### src/logic/tag_pkg.sv
package tag_pkg;

  //////////////////////////////////////////////////
  // Tag network field widths
  //////////////////////////////////////////////////

  // 16 clients on the tag ring
  localparam int tag_lg_els_c            = 4;
  localparam int tag_lg_width_c          = 4;
  localparam int tag_max_payload_width_c = 8;
  localparam int tag_num_masters_c       = 2;
  localparam int tag_op_width_c          = 4;

  localparam int tag_entry_width_c = tag_op_width_c + tag_num_masters_c + tag_lg_els_c + 1
                                   + tag_lg_width_c + tag_max_payload_width_c;

  // Field positions inside a trace entry
  localparam int tag_payload_lsb_c = 0;
  localparam int tag_len_lsb_c     = tag_payload_lsb_c + tag_max_payload_width_c;
  localparam int tag_dnr_bit_c     = tag_len_lsb_c + tag_lg_width_c;
  localparam int tag_node_lsb_c    = tag_dnr_bit_c + 1;
  localparam int tag_masters_lsb_c = tag_node_lsb_c + tag_lg_els_c;
  localparam int tag_op_lsb_c      = tag_masters_lsb_c + tag_num_masters_c;

  // Start bit, node, data-not-reset and length precede the payload
  localparam int tag_pkt_hdr_width_c = 1 + tag_lg_els_c + 1 + tag_lg_width_c;
  localparam int tag_pkt_max_width_c = tag_pkt_hdr_width_c + tag_max_payload_width_c;
  localparam int tag_bit_cnt_width_c = $clog2(tag_pkt_max_width_c + 1);

  localparam int rom_addr_width_c     = 4;
  localparam int slowdown_ratio_c     = 4;
  localparam int slowdown_cnt_width_c = $clog2(slowdown_ratio_c);

  //////////////////////////////////////////////////
  // Types
  //////////////////////////////////////////////////

  typedef logic [tag_lg_els_c-1:0]            tag_node_id_t;
  typedef logic [tag_lg_width_c-1:0]          tag_len_t;
  typedef logic [tag_max_payload_width_c-1:0] tag_payload_t;
  typedef logic [tag_num_masters_c-1:0]       tag_masters_t;
  typedef logic [tag_entry_width_c-1:0]       tag_entry_t;
  typedef logic [rom_addr_width_c-1:0]        rom_addr_t;
  typedef logic [tag_pkt_max_width_c-1:0]     tag_pkt_t;
  typedef logic [tag_bit_cnt_width_c-1:0]     tag_bit_cnt_t;
  typedef logic [slowdown_cnt_width_c-1:0]    slow_cnt_t;

  // Unlisted opcodes take the illegal-entry path
  typedef enum logic [tag_op_width_c-1:0] {
    op_wait   = 4'd0,
    op_send   = 4'd1,
    op_finish = 4'd3
  } tag_op_e;

  typedef enum logic [1:0] {
    st_fetch,
    st_send,
    st_wait,
    st_done
  } replay_state_e;

  typedef enum logic [1:0] {
    ser_idle,
    ser_shift,
    ser_gap
  } ser_state_e;

endpackage

### src/logic/tag_clock_slowdown.sv
module tag_clock_slowdown
  import tag_pkg::*;
(
  input  logic clk_i,
  input  logic rst_n_i,
  input  logic done_i,
  output logic core_clk_en_o
);

  logic      done_meta_r;
  logic      done_sync_r;
  slow_cnt_t div_cnt_r;
  logic      div_tc;

  //////////////////////////////////////////////////
  // Done synchronizer
  //////////////////////////////////////////////////

  always_ff @(posedge clk_i or negedge rst_n_i)
  begin
    if (!rst_n_i)
    begin
      done_meta_r <= 1'b0;
      done_sync_r <= 1'b0;
    end
    else
    begin
      done_meta_r <= done_i;
      done_sync_r <= done_meta_r;
    end
  end

  //////////////////////////////////////////////////
  // Divider
  //////////////////////////////////////////////////

  assign div_tc = (div_cnt_r == slow_cnt_t'(slowdown_ratio_c - 1));

  always_ff @(posedge clk_i or negedge rst_n_i)
  begin
    if (!rst_n_i)
    begin
      div_cnt_r <= '0;
    end
    else if (div_tc)
    begin
      div_cnt_r <= '0;
    end
    else
    begin
      div_cnt_r <= div_cnt_r + 1'b1;
    end
  end

  // One pulse in every ratio cycles while programming, then full rate
  assign core_clk_en_o = done_sync_r | div_tc;

endmodule

### src/logic/tag_gateway.sv
module tag_gateway
  import tag_pkg::*;
(
  input  logic         clk_i,
  input  logic         rst_n_i,
  input  logic         en_i,

  output logic         tag_data_o,
  output tag_masters_t tag_en_o,
  output logic         done_o,
  output logic         error_o,
  output logic         core_clk_en_o
);

  rom_addr_t    rom_addr;
  tag_entry_t   rom_data;

  logic         send_valid;
  logic         send_ready;
  tag_masters_t send_masters;
  tag_node_id_t send_node;
  logic         send_dnr;
  tag_len_t     send_len;
  tag_payload_t send_payload;

  logic         trace_done;

  //////////////////////////////////////////////////
  // Trace replay
  //////////////////////////////////////////////////

  tag_trace_rom trace_rom
  (
    .rom_addr_i (rom_addr),
    .rom_data_o (rom_data)
  );

  tag_trace_replay trace_replay
  (
    .clk_i          (clk_i),
    .rst_n_i        (rst_n_i),
    .en_i           (en_i),
    .rom_addr_o     (rom_addr),
    .rom_data_i     (rom_data),
    .send_valid_o   (send_valid),
    .send_masters_o (send_masters),
    .send_node_o    (send_node),
    .send_dnr_o     (send_dnr),
    .send_len_o     (send_len),
    .send_payload_o (send_payload),
    .send_ready_i   (send_ready),
    .done_o         (trace_done),
    .error_o        (error_o)
  );

  //////////////////////////////////////////////////
  // Tag line and core clock enable
  //////////////////////////////////////////////////

  tag_packet_serializer packet_serializer
  (
    .clk_i      (clk_i),
    .rst_n_i    (rst_n_i),
    .valid_i    (send_valid),
    .masters_i  (send_masters),
    .node_i     (send_node),
    .dnr_i      (send_dnr),
    .len_i      (send_len),
    .payload_i  (send_payload),
    .ready_o    (send_ready),
    .tag_data_o (tag_data_o),
    .tag_en_o   (tag_en_o)
  );

  tag_clock_slowdown clock_slowdown
  (
    .clk_i         (clk_i),
    .rst_n_i       (rst_n_i),
    .done_i        (trace_done),
    .core_clk_en_o (core_clk_en_o)
  );

  assign done_o = trace_done;

endmodule

### src/logic/tag_packet_serializer.sv
module tag_packet_serializer
  import tag_pkg::*;
(
  input  logic         clk_i,
  input  logic         rst_n_i,

  input  logic         valid_i,
  input  tag_masters_t masters_i,
  input  tag_node_id_t node_i,
  input  logic         dnr_i,
  input  tag_len_t     len_i,
  input  tag_payload_t payload_i,
  output logic         ready_o,

  output logic         tag_data_o,
  output tag_masters_t tag_en_o
);

  ser_state_e   state_r;
  tag_bit_cnt_t cnt_r;
  tag_pkt_t     shift_r;
  tag_masters_t masters_r;
  logic         accept;

  assign ready_o = (state_r == ser_idle);
  assign accept  = valid_i && ready_o;

  //////////////////////////////////////////////////
  // Bit counter and state
  //////////////////////////////////////////////////

  always_ff @(posedge clk_i or negedge rst_n_i)
  begin
    if (!rst_n_i)
    begin
      state_r <= ser_idle;
      cnt_r   <= '0;
    end
    else
    begin
      case (state_r)
        ser_idle:
        begin
          if (accept)
          begin
            state_r <= ser_shift;
            cnt_r   <= tag_bit_cnt_t'(tag_pkt_hdr_width_c) + tag_bit_cnt_t'(len_i);
          end
        end
        ser_shift:
        begin
          cnt_r <= cnt_r - 1'b1;
          // Last bit on the wire this cycle
          if (cnt_r == tag_bit_cnt_t'(1))
          begin
            state_r <= ser_gap;
          end
        end
        // One quiet cycle between packets
        ser_gap:
        begin
          state_r <= ser_idle;
        end
        default:
        begin
          state_r <= ser_idle;
        end
      endcase
    end
  end

  //////////////////////////////////////////////////
  // Packet shift register
  //////////////////////////////////////////////////

  // LSB goes first: start bit, node, dnr, length, payload
  always_ff @(posedge clk_i)
  begin
    if (accept)
    begin
      shift_r   <= {payload_i, len_i, dnr_i, node_i, 1'b1};
      masters_r <= masters_i;
    end
    else if (state_r == ser_shift)
    begin
      shift_r <= shift_r >> 1;
    end
  end

  // Line idles low outside a packet
  assign tag_data_o = (state_r == ser_shift) ? shift_r[0] : 1'b0;
  assign tag_en_o   = (state_r == ser_shift) ? masters_r : '0;

endmodule

### src/logic/tag_trace_replay.sv
module tag_trace_replay
  import tag_pkg::*;
(
  input  logic         clk_i,
  input  logic         rst_n_i,
  input  logic         en_i,

  output rom_addr_t    rom_addr_o,
  input  tag_entry_t   rom_data_i,

  output logic         send_valid_o,
  output tag_masters_t send_masters_o,
  output tag_node_id_t send_node_o,
  output logic         send_dnr_o,
  output tag_len_t     send_len_o,
  output tag_payload_t send_payload_o,
  input  logic         send_ready_i,

  output logic         done_o,
  output logic         error_o
);

  replay_state_e state_r, state_n;
  rom_addr_t     addr_r, addr_n;
  tag_payload_t  wait_cnt_r, wait_cnt_n;
  logic          error_r, error_n;
  logic          done_r, done_n;

  tag_op_e       entry_op;
  tag_len_t      entry_len;
  tag_payload_t  entry_payload;
  logic          len_legal;

  //////////////////////////////////////////////////
  // Entry decode
  //////////////////////////////////////////////////

  assign entry_op      = tag_op_e'(rom_data_i[tag_op_lsb_c +: tag_op_width_c]);
  assign entry_len     = rom_data_i[tag_len_lsb_c +: tag_lg_width_c];
  assign entry_payload = rom_data_i[tag_payload_lsb_c +: tag_max_payload_width_c];

  // Only lengths from 1 to the payload width go out on the wire
  assign len_legal = (entry_len != '0)
                  && (entry_len <= tag_len_t'(tag_max_payload_width_c));

  // Address holds during a send, so the ROM word stays stable
  assign send_masters_o = rom_data_i[tag_masters_lsb_c +: tag_num_masters_c];
  assign send_node_o    = rom_data_i[tag_node_lsb_c +: tag_lg_els_c];
  assign send_dnr_o     = rom_data_i[tag_dnr_bit_c];
  assign send_len_o     = entry_len;
  assign send_payload_o = entry_payload;
  assign send_valid_o   = (state_r == st_send);

  assign rom_addr_o = addr_r;
  assign done_o     = done_r;
  assign error_o    = error_r;

  //////////////////////////////////////////////////
  // Replay FSM
  //////////////////////////////////////////////////

  always_comb
  begin
    state_n    = state_r;
    addr_n     = addr_r;
    wait_cnt_n = wait_cnt_r;
    error_n    = error_r;
    done_n     = done_r;

    case (state_r)
      st_fetch:
      begin
        // Stalled replay holds the current entry
        if (en_i)
        begin
          case (entry_op)
            op_wait:
            begin
              addr_n     = addr_r + 1'b1;
              wait_cnt_n = entry_payload;
              if (entry_payload != '0)
              begin
                state_n = st_wait;
              end
            end
            op_send:
            begin
              if (len_legal)
              begin
                state_n = st_send;
              end
              else
              begin
                error_n = 1'b1;
                addr_n  = addr_r + 1'b1;
              end
            end
            op_finish:
            begin
              state_n = st_done;
              done_n  = 1'b1;
            end
            default:
            begin
              error_n = 1'b1;
              addr_n  = addr_r + 1'b1;
            end
          endcase
        end
      end

      st_send:
      begin
        // Valid stays up until the serializer takes it
        if (send_ready_i)
        begin
          state_n = st_fetch;
          addr_n  = addr_r + 1'b1;
        end
      end

      st_wait:
      begin
        if (en_i)
        begin
          wait_cnt_n = wait_cnt_r - 1'b1;
          if (wait_cnt_r == tag_payload_t'(1))
          begin
            state_n = st_fetch;
          end
        end
      end

      st_done:
      begin
        state_n = st_done;
      end

      default:
      begin
        state_n = st_fetch;
      end
    endcase
  end

  always_ff @(posedge clk_i or negedge rst_n_i)
  begin
    if (!rst_n_i)
    begin
      state_r    <= st_fetch;
      addr_r     <= '0;
      wait_cnt_r <= '0;
      error_r    <= 1'b0;
      done_r     <= 1'b0;
    end
    else
    begin
      state_r    <= state_n;
      addr_r     <= addr_n;
      wait_cnt_r <= wait_cnt_n;
      error_r    <= error_n;
      done_r     <= done_n;
    end
  end

endmodule

### src/logic/tag_trace_rom.sv
module tag_trace_rom
  import tag_pkg::*;
(
  input  rom_addr_t  rom_addr_i,
  output tag_entry_t rom_data_o
);

  // Packs fields in entry order, opcode at the top
  function automatic tag_entry_t make_entry
  (
    input tag_op_e      op,
    input tag_masters_t masters,
    input tag_node_id_t node,
    input logic         dnr,
    input tag_len_t     len,
    input tag_payload_t payload
  );
    return {op, masters, node, dnr, len, payload};
  endfunction

  //////////////////////////////////////////////////
  // Boot trace
  //////////////////////////////////////////////////

  always_comb
  begin
    case (rom_addr_i)
      // Reset pulse to node 2
      4'd0:
        rom_data_o = make_entry(op_send, 2'b01, 4'd2, 1'b0, 4'd1, 8'h01);
      // Full byte of data to node 2
      4'd1:
        rom_data_o = make_entry(op_send, 2'b01, 4'd2, 1'b1, 4'd8, 8'ha5);
      // Let the client settle
      4'd2:
        rom_data_o = make_entry(op_wait, 2'b00, 4'd0, 1'b0, 4'd0, 8'd5);
      // Broadcast on both masters
      4'd3:
        rom_data_o = make_entry(op_send, 2'b11, 4'd9, 1'b1, 4'd5, 8'h16);
      // Malformed, 12 bits is wider than any payload
      4'd4:
        rom_data_o = make_entry(op_send, 2'b01, 4'd6, 1'b1, 4'd12, 8'hff);
      4'd5:
        rom_data_o = make_entry(op_send, 2'b10, 4'd15, 1'b1, 4'd3, 8'h05);
      4'd6:
        rom_data_o = make_entry(op_finish, 2'b00, 4'd0, 1'b0, 4'd0, 8'h00);
      // Anything past the end also finishes
      default:
        rom_data_o = make_entry(op_finish, 2'b00, 4'd0, 1'b0, 4'd0, 8'h00);
    endcase
  end

endmodule

### config.mk
export PLATFORM = sky130hd
export DESIGN_NAME = tag_gateway
export DESIGN_NICKNAME = d
export VERILOG_FILES = /design/src/logic/tag_pkg.sv /design/src/logic/tag_clock_slowdown.sv /design/src/logic/tag_gateway.sv /design/src/logic/tag_packet_serializer.sv /design/src/logic/tag_trace_replay.sv /design/src/logic/tag_trace_rom.sv
export SDC_FILE = /design/constraint.sdc
export NUM_CORES = 1
export LEC_CHECK = 0
export ABC_AREA = 0
export BUFFER_PORTS_ARGS = -buffer_cell sky130_fd_sc_hd__buf_2
export CAP_MARGIN = 10
export CORE_MARGIN = 1.5
export CORE_UTILIZATION = 27
export CTS_CLUSTER_DIAMETER = 150
export CTS_CLUSTER_SIZE = 25
export DETAILED_ROUTE_END_ITERATION = 10
export GPL_TIMING_DRIVEN = 0
export RECOVER_POWER = 50
export SYNTH_ARGS = -nofsm -noshare
export SYNTH_HDL_FRONTEND = slang
export SYNTH_SLANG_ARGS = --single-unit
### constraint.sdc
create_clock -name clk_i -period 5 [get_ports clk_i]
set_input_delay 1.25 -clock clk_i [delete_from_list [all_inputs] [get_ports clk_i]]
set_output_delay 1.25 -clock clk_i [all_outputs]
set_load 0.01 [all_outputs]
==> summary by stage <==
STA
Measured against its own limit, the worst slew margin works out to 1.09%. Setup violations remaining at the end of the flow were counted as 0. The number of slew-limit violations in the final report is 0. The worst hold-check slack is 0.358 ns.

The time the final worst path needs with I/O delays and setup is 3.00 ns. The final total negative setup slack is 0 ns. The final hold violation count is 0. Setup repair after global routing left no endpoint under its margin.

The peak clock frequency supported by timing is 333 MHz. The worst clock skew on the final layout is 0.0151 ns. For the pin with the worst max-slew slack, the measured transition is 1.48 ns. The worst path uses 60.0% of the clock period.

Place
Detailed placement finished with a half-perimeter wire length of 3530 microns. The final weighted congestion in routability-driven placement is 0.758. The count of input and output buffers is 8.

Run status
The flow ran to the end, and the final reports show no timing, DRC or antenna violations.

GRT
The first global-routing pass estimated 8300 microns of wire. The via count of the first global-routing pass is 1717. Across every metal layer, demand over resource in global routing totals 10.7%.

The number of antenna violations at the first check in global routing is 0. The maximum number of pins on one net before global-route repair is 28. For this run the aggregate overflow at the end of global routing stands at 0.

Critical path
For the worst flop-to-flop path, the logic depth is 6. The startpoint type of the worst setup path is a register. The data arrival time of the worst path is 1.75 ns. Traced cell by cell, the critical path runs through nor2b_1 > clkbuf_1 > and2_1 > buf_2. The worst register-to-register path ends at packet_serializer.cnt_r[1]. The largest stage delay on the critical path is 0.40 ns. The critical register-to-register path startpoint is trace_replay.state_r[1]. The worst register-to-register path has a setup slack of 2.71 ns. The maximum fanout along the worst path is 10. The kind of capture point of the worst setup path is an output pin.

The slowest cell on the critical path is sky130_fd_sc_hd__dfrtp_1. The type of the worst setup path is register to output pin. For the worst setup path, the data required time is 3.75 ns.

Hold path
The kind of path behind the tightest hold check is register to register. The end of the worst hold path is clock_slowdown.done_sync_r. The worst hold path was traced through 0 stages. The startpoint of the tightest hold check path is clock_slowdown.done_meta_r.

Routing
The total wire length is 4840 microns. The detailed router finished its first iteration with 101 violations. The first detailed-routing pass took 5 iterations.

The average vias per placed instance is 4.99. Once detail routing completed, the nets flagged for antenna violations numbered 0. Detailed routing inserted a total of 1773 vias.

The number of remaining DRC errors is 0. The routed length per instance is 13.6 microns.

Logic synthesis
Among all cell types in the netlist, the one instantiated most often is sky130_fd_sc_hd__dfrtp_1. The async set-or-reset flop fraction in the synthesized netlist is 57.4%. The area share of the leading cell type in the synthesized netlist is 27.9%. Counting distinct cell types in the post-synthesis netlist gives 56. In this run the cell area of the synthesized design comes to 2420 sq um. The number of synthesized register bits is 47. Counting every instance in the synthesized netlist gives 231.

In the post-synthesis netlist, the biggest area contributors are sky130_fd_sc_hd__dfrtp_1 (28%), sky130_fd_sc_hd__edfxtp_1 (24%), sky130_fd_sc_hd__ha_1 (5.2%). After synthesis, the most frequently instantiated cells are sky130_fd_sc_hd__dfrtp_1 (27), sky130_fd_sc_hd__nand2_1 (21), sky130_fd_sc_hd__edfxtp_1 (19). In this run, synthesis inferred 19 flip-flops with an integrated enable. The biggest area consumer among synthesized cells is sky130_fd_sc_hd__dfrtp_1. Among all flip-flop cells after synthesis, the most frequent one is sky130_fd_sc_hd__dfrtp_1.

After synthesis, the mean cell area works out to 10.5 sq um. The number of nets produced by synthesis is 244. For this run, the number of Yosys warnings is 0. The portion of the post-synthesis area used by sequential elements is 52.2%.

Die
The floorplan step set the die width to 97.8 microns. The initial cell density of the core is 27.8%. The region available for standard cell placement spans 8720 sq um. The floorplan die area is 9560 sq um. In this run the count of I/O pins placed on the die edge is 9. The height of the chip is 97.8 microns. The initialized floorplan defines 34 standard-cell rows.

Clock network
Once the clock tree was built, the setup fixing pass inserted 0 buffers. Buffers inserted during clock tree synthesis total 5. TritonCTS built the clock tree. The total clock sinks is 47. After clock tree synthesis, the flow added hold-fix buffers numbering 0. The clock slew at the register clock pins of the worst setup and hold paths is 0.08 ns.

The clock reaches the later pin of the worst-skew pair after 0.30 ns. In this run the deepest clock path goes through 2 buffers. The root buffer cell is sky130_fd_sc_hd__clkbuf_8. Once the clock tree was built, the resizer swapped 0 gates to a different size. The H-tree depth reported by CTS is 2.

Pwr
The static leakage is 1.14 nW. The worst IR drop on VDD is 0.183 mV. For this design the ratio of total power to cell area is 611 nW/um^2.

Layout
The multi-input combinational cells in the finished layout cover a total of 1050 sq um. The number of antenna diodes in the final layout is 0. Relative to the synthesized area, the layout overhead comes to 10.9%. Once layout is complete, the utilization of the core stands at 30.8%. The register cell area after layout is 1270 sq um. The filler cells instantiated in the layout total 894. The number of nets in the finished design is 259. The post-route netlist has 11.3% of its cells at a drive strength greater than 1.

Job
The max-cap violation count is 0.
worst max-delay path, delay by kind of cell (launching register included):
kind / cells / cell delay [ns]
buf+inv: 2 / 0.52
flops: 1 / 0.40
simple gates: 2 / 0.54
per-layer routing:
layer / wire length, microns / track usage, % / share of wire [%] / vias to the layer above
li1: - / - / - / 872
met1: 2320 / 14.5 / 48 / 862
met2: 2300 / 16.7 / 48 / 33
met3: 173 / 2.43 / 3.6 / 6
met4: 51 / 3.96 / 1.1 / 0
met5: 0 / 0 / 0 / -
flip-flops by register name (all words and copies together) (netlist names):
register and flops:
packet_serializer.shift_r 18, trace_replay.done_o 1, trace_replay.wait_cnt_r 8, trace_replay.state_r 2
clock_slowdown.done_sync_r 1, clock_slowdown.done_meta_r 1, packet_serializer.state_r 2, packet_serializer.cnt_r 5
packet_serializer.masters_r 2, clock_slowdown.div_cnt_r 2, trace_replay.rom_addr_o 4, trace_replay.error_o 1
worst max-delay path by stage:
| stage | startpoint | slack, ns | to | cells after the start |
|---|---|---|---|---|
| finish | packet_serializer.state_r[1] | 2.00 | tag_en_o[0] | 4 |
| global route | packet_serializer.state_r[1] | 1.86 | tag_en_o[0] | 4 |
| CTS | packet_serializer.state_r[1] | 1.95 | tag_en_o[0] | 4 |
| detailed placement | packet_serializer.state_r[1] | 2.29 | tag_en_o[0] | 4 |
| global placement | en_i | 2.27 | trace_replay.rom_addr_o[1] | 5 |
| floorplan | en_i | 2.60 | trace_replay.rom_addr_o[1] | 4 |
stage by stage:
stage / cells / cell area [sq um] / worst slack (ns) / total power [W]
floorplan: 231 / 2420 / 2.60 / 0.00120
global placement: 347 / 2600 / 2.27 / 0.00137
detailed placement: 347 / 2600 / 2.29 / 0.00139
CTS: 355 / 2710 / 1.95 / 0.00167
global route: 355 / 2690 / 1.86 / 0.00178
finish: 355 / 2690 / 2.00 / 0.00164
logic make-up (layout without fill, tap and decap cells):
family | after synthesis | in the layout | synth area share (%)
AND/OR/NAND/NOR | 80 | 80 | 17.4
AO/OA/AOI/OAI | 67 | 67 | 19.1
flip-flops | 47 | 47 | 52.2
buffers and inverters | 23 | 39 | 4.39
adder cells (fa/ha/maj) | 10 | 10 | 5.16
XOR/XNOR | 2 | 2 | 0.723
multiplexers | 2 | 2 | 0.929
cells in the final DEF, fill, tap and decap left out, types with 3 or more instances in the layout:
master,n
sky130_fd_sc_hd__nand2b_1,4
sky130_fd_sc_hd__clkbuf_8,5
sky130_fd_sc_hd__buf_2,7
sky130_fd_sc_hd__nor4_1,4
sky130_fd_sc_hd__dfrtp_1,27
sky130_fd_sc_hd__o211ai_1,3
sky130_fd_sc_hd__nor2b_1,3
sky130_fd_sc_hd__a21oi_1,16
sky130_fd_sc_hd__a21o_1,8
sky130_fd_sc_hd__o21ai_0,13
sky130_fd_sc_hd__nor3_1,4
sky130_fd_sc_hd__nand2_1,21
sky130_fd_sc_hd__a32o_1,5
sky130_fd_sc_hd__nand3_1,4
sky130_fd_sc_hd__and2_1,4
sky130_fd_sc_hd__ha_1,10
sky130_fd_sc_hd__edfxtp_1,19
sky130_fd_sc_hd__nor2_1,18
sky130_fd_sc_hd__clkbuf_1,10
sky130_fd_sc_hd__inv_1,12
sky130_fd_sc_hd__and3_1,3
report_power, final:
part	switching [W]	internal, W
clock network	0.000130	0.000149
logic	0.000408	0.000263
registers	0.0000985	0.000597
cell type report:
cell class                 instances  share of cell area (%)
multi-input combinational        161                    38.9
sequential                        47                    47.1
timing repair buffer               8                    1.44
clock buffer                       5                    2.56
buffer                            10                    1.53
inverter                          13                    1.81
tap                              108                    5.02
clock inverter                     3                    1.63
No activity file was read; power rests on OpenSTA's default activity.
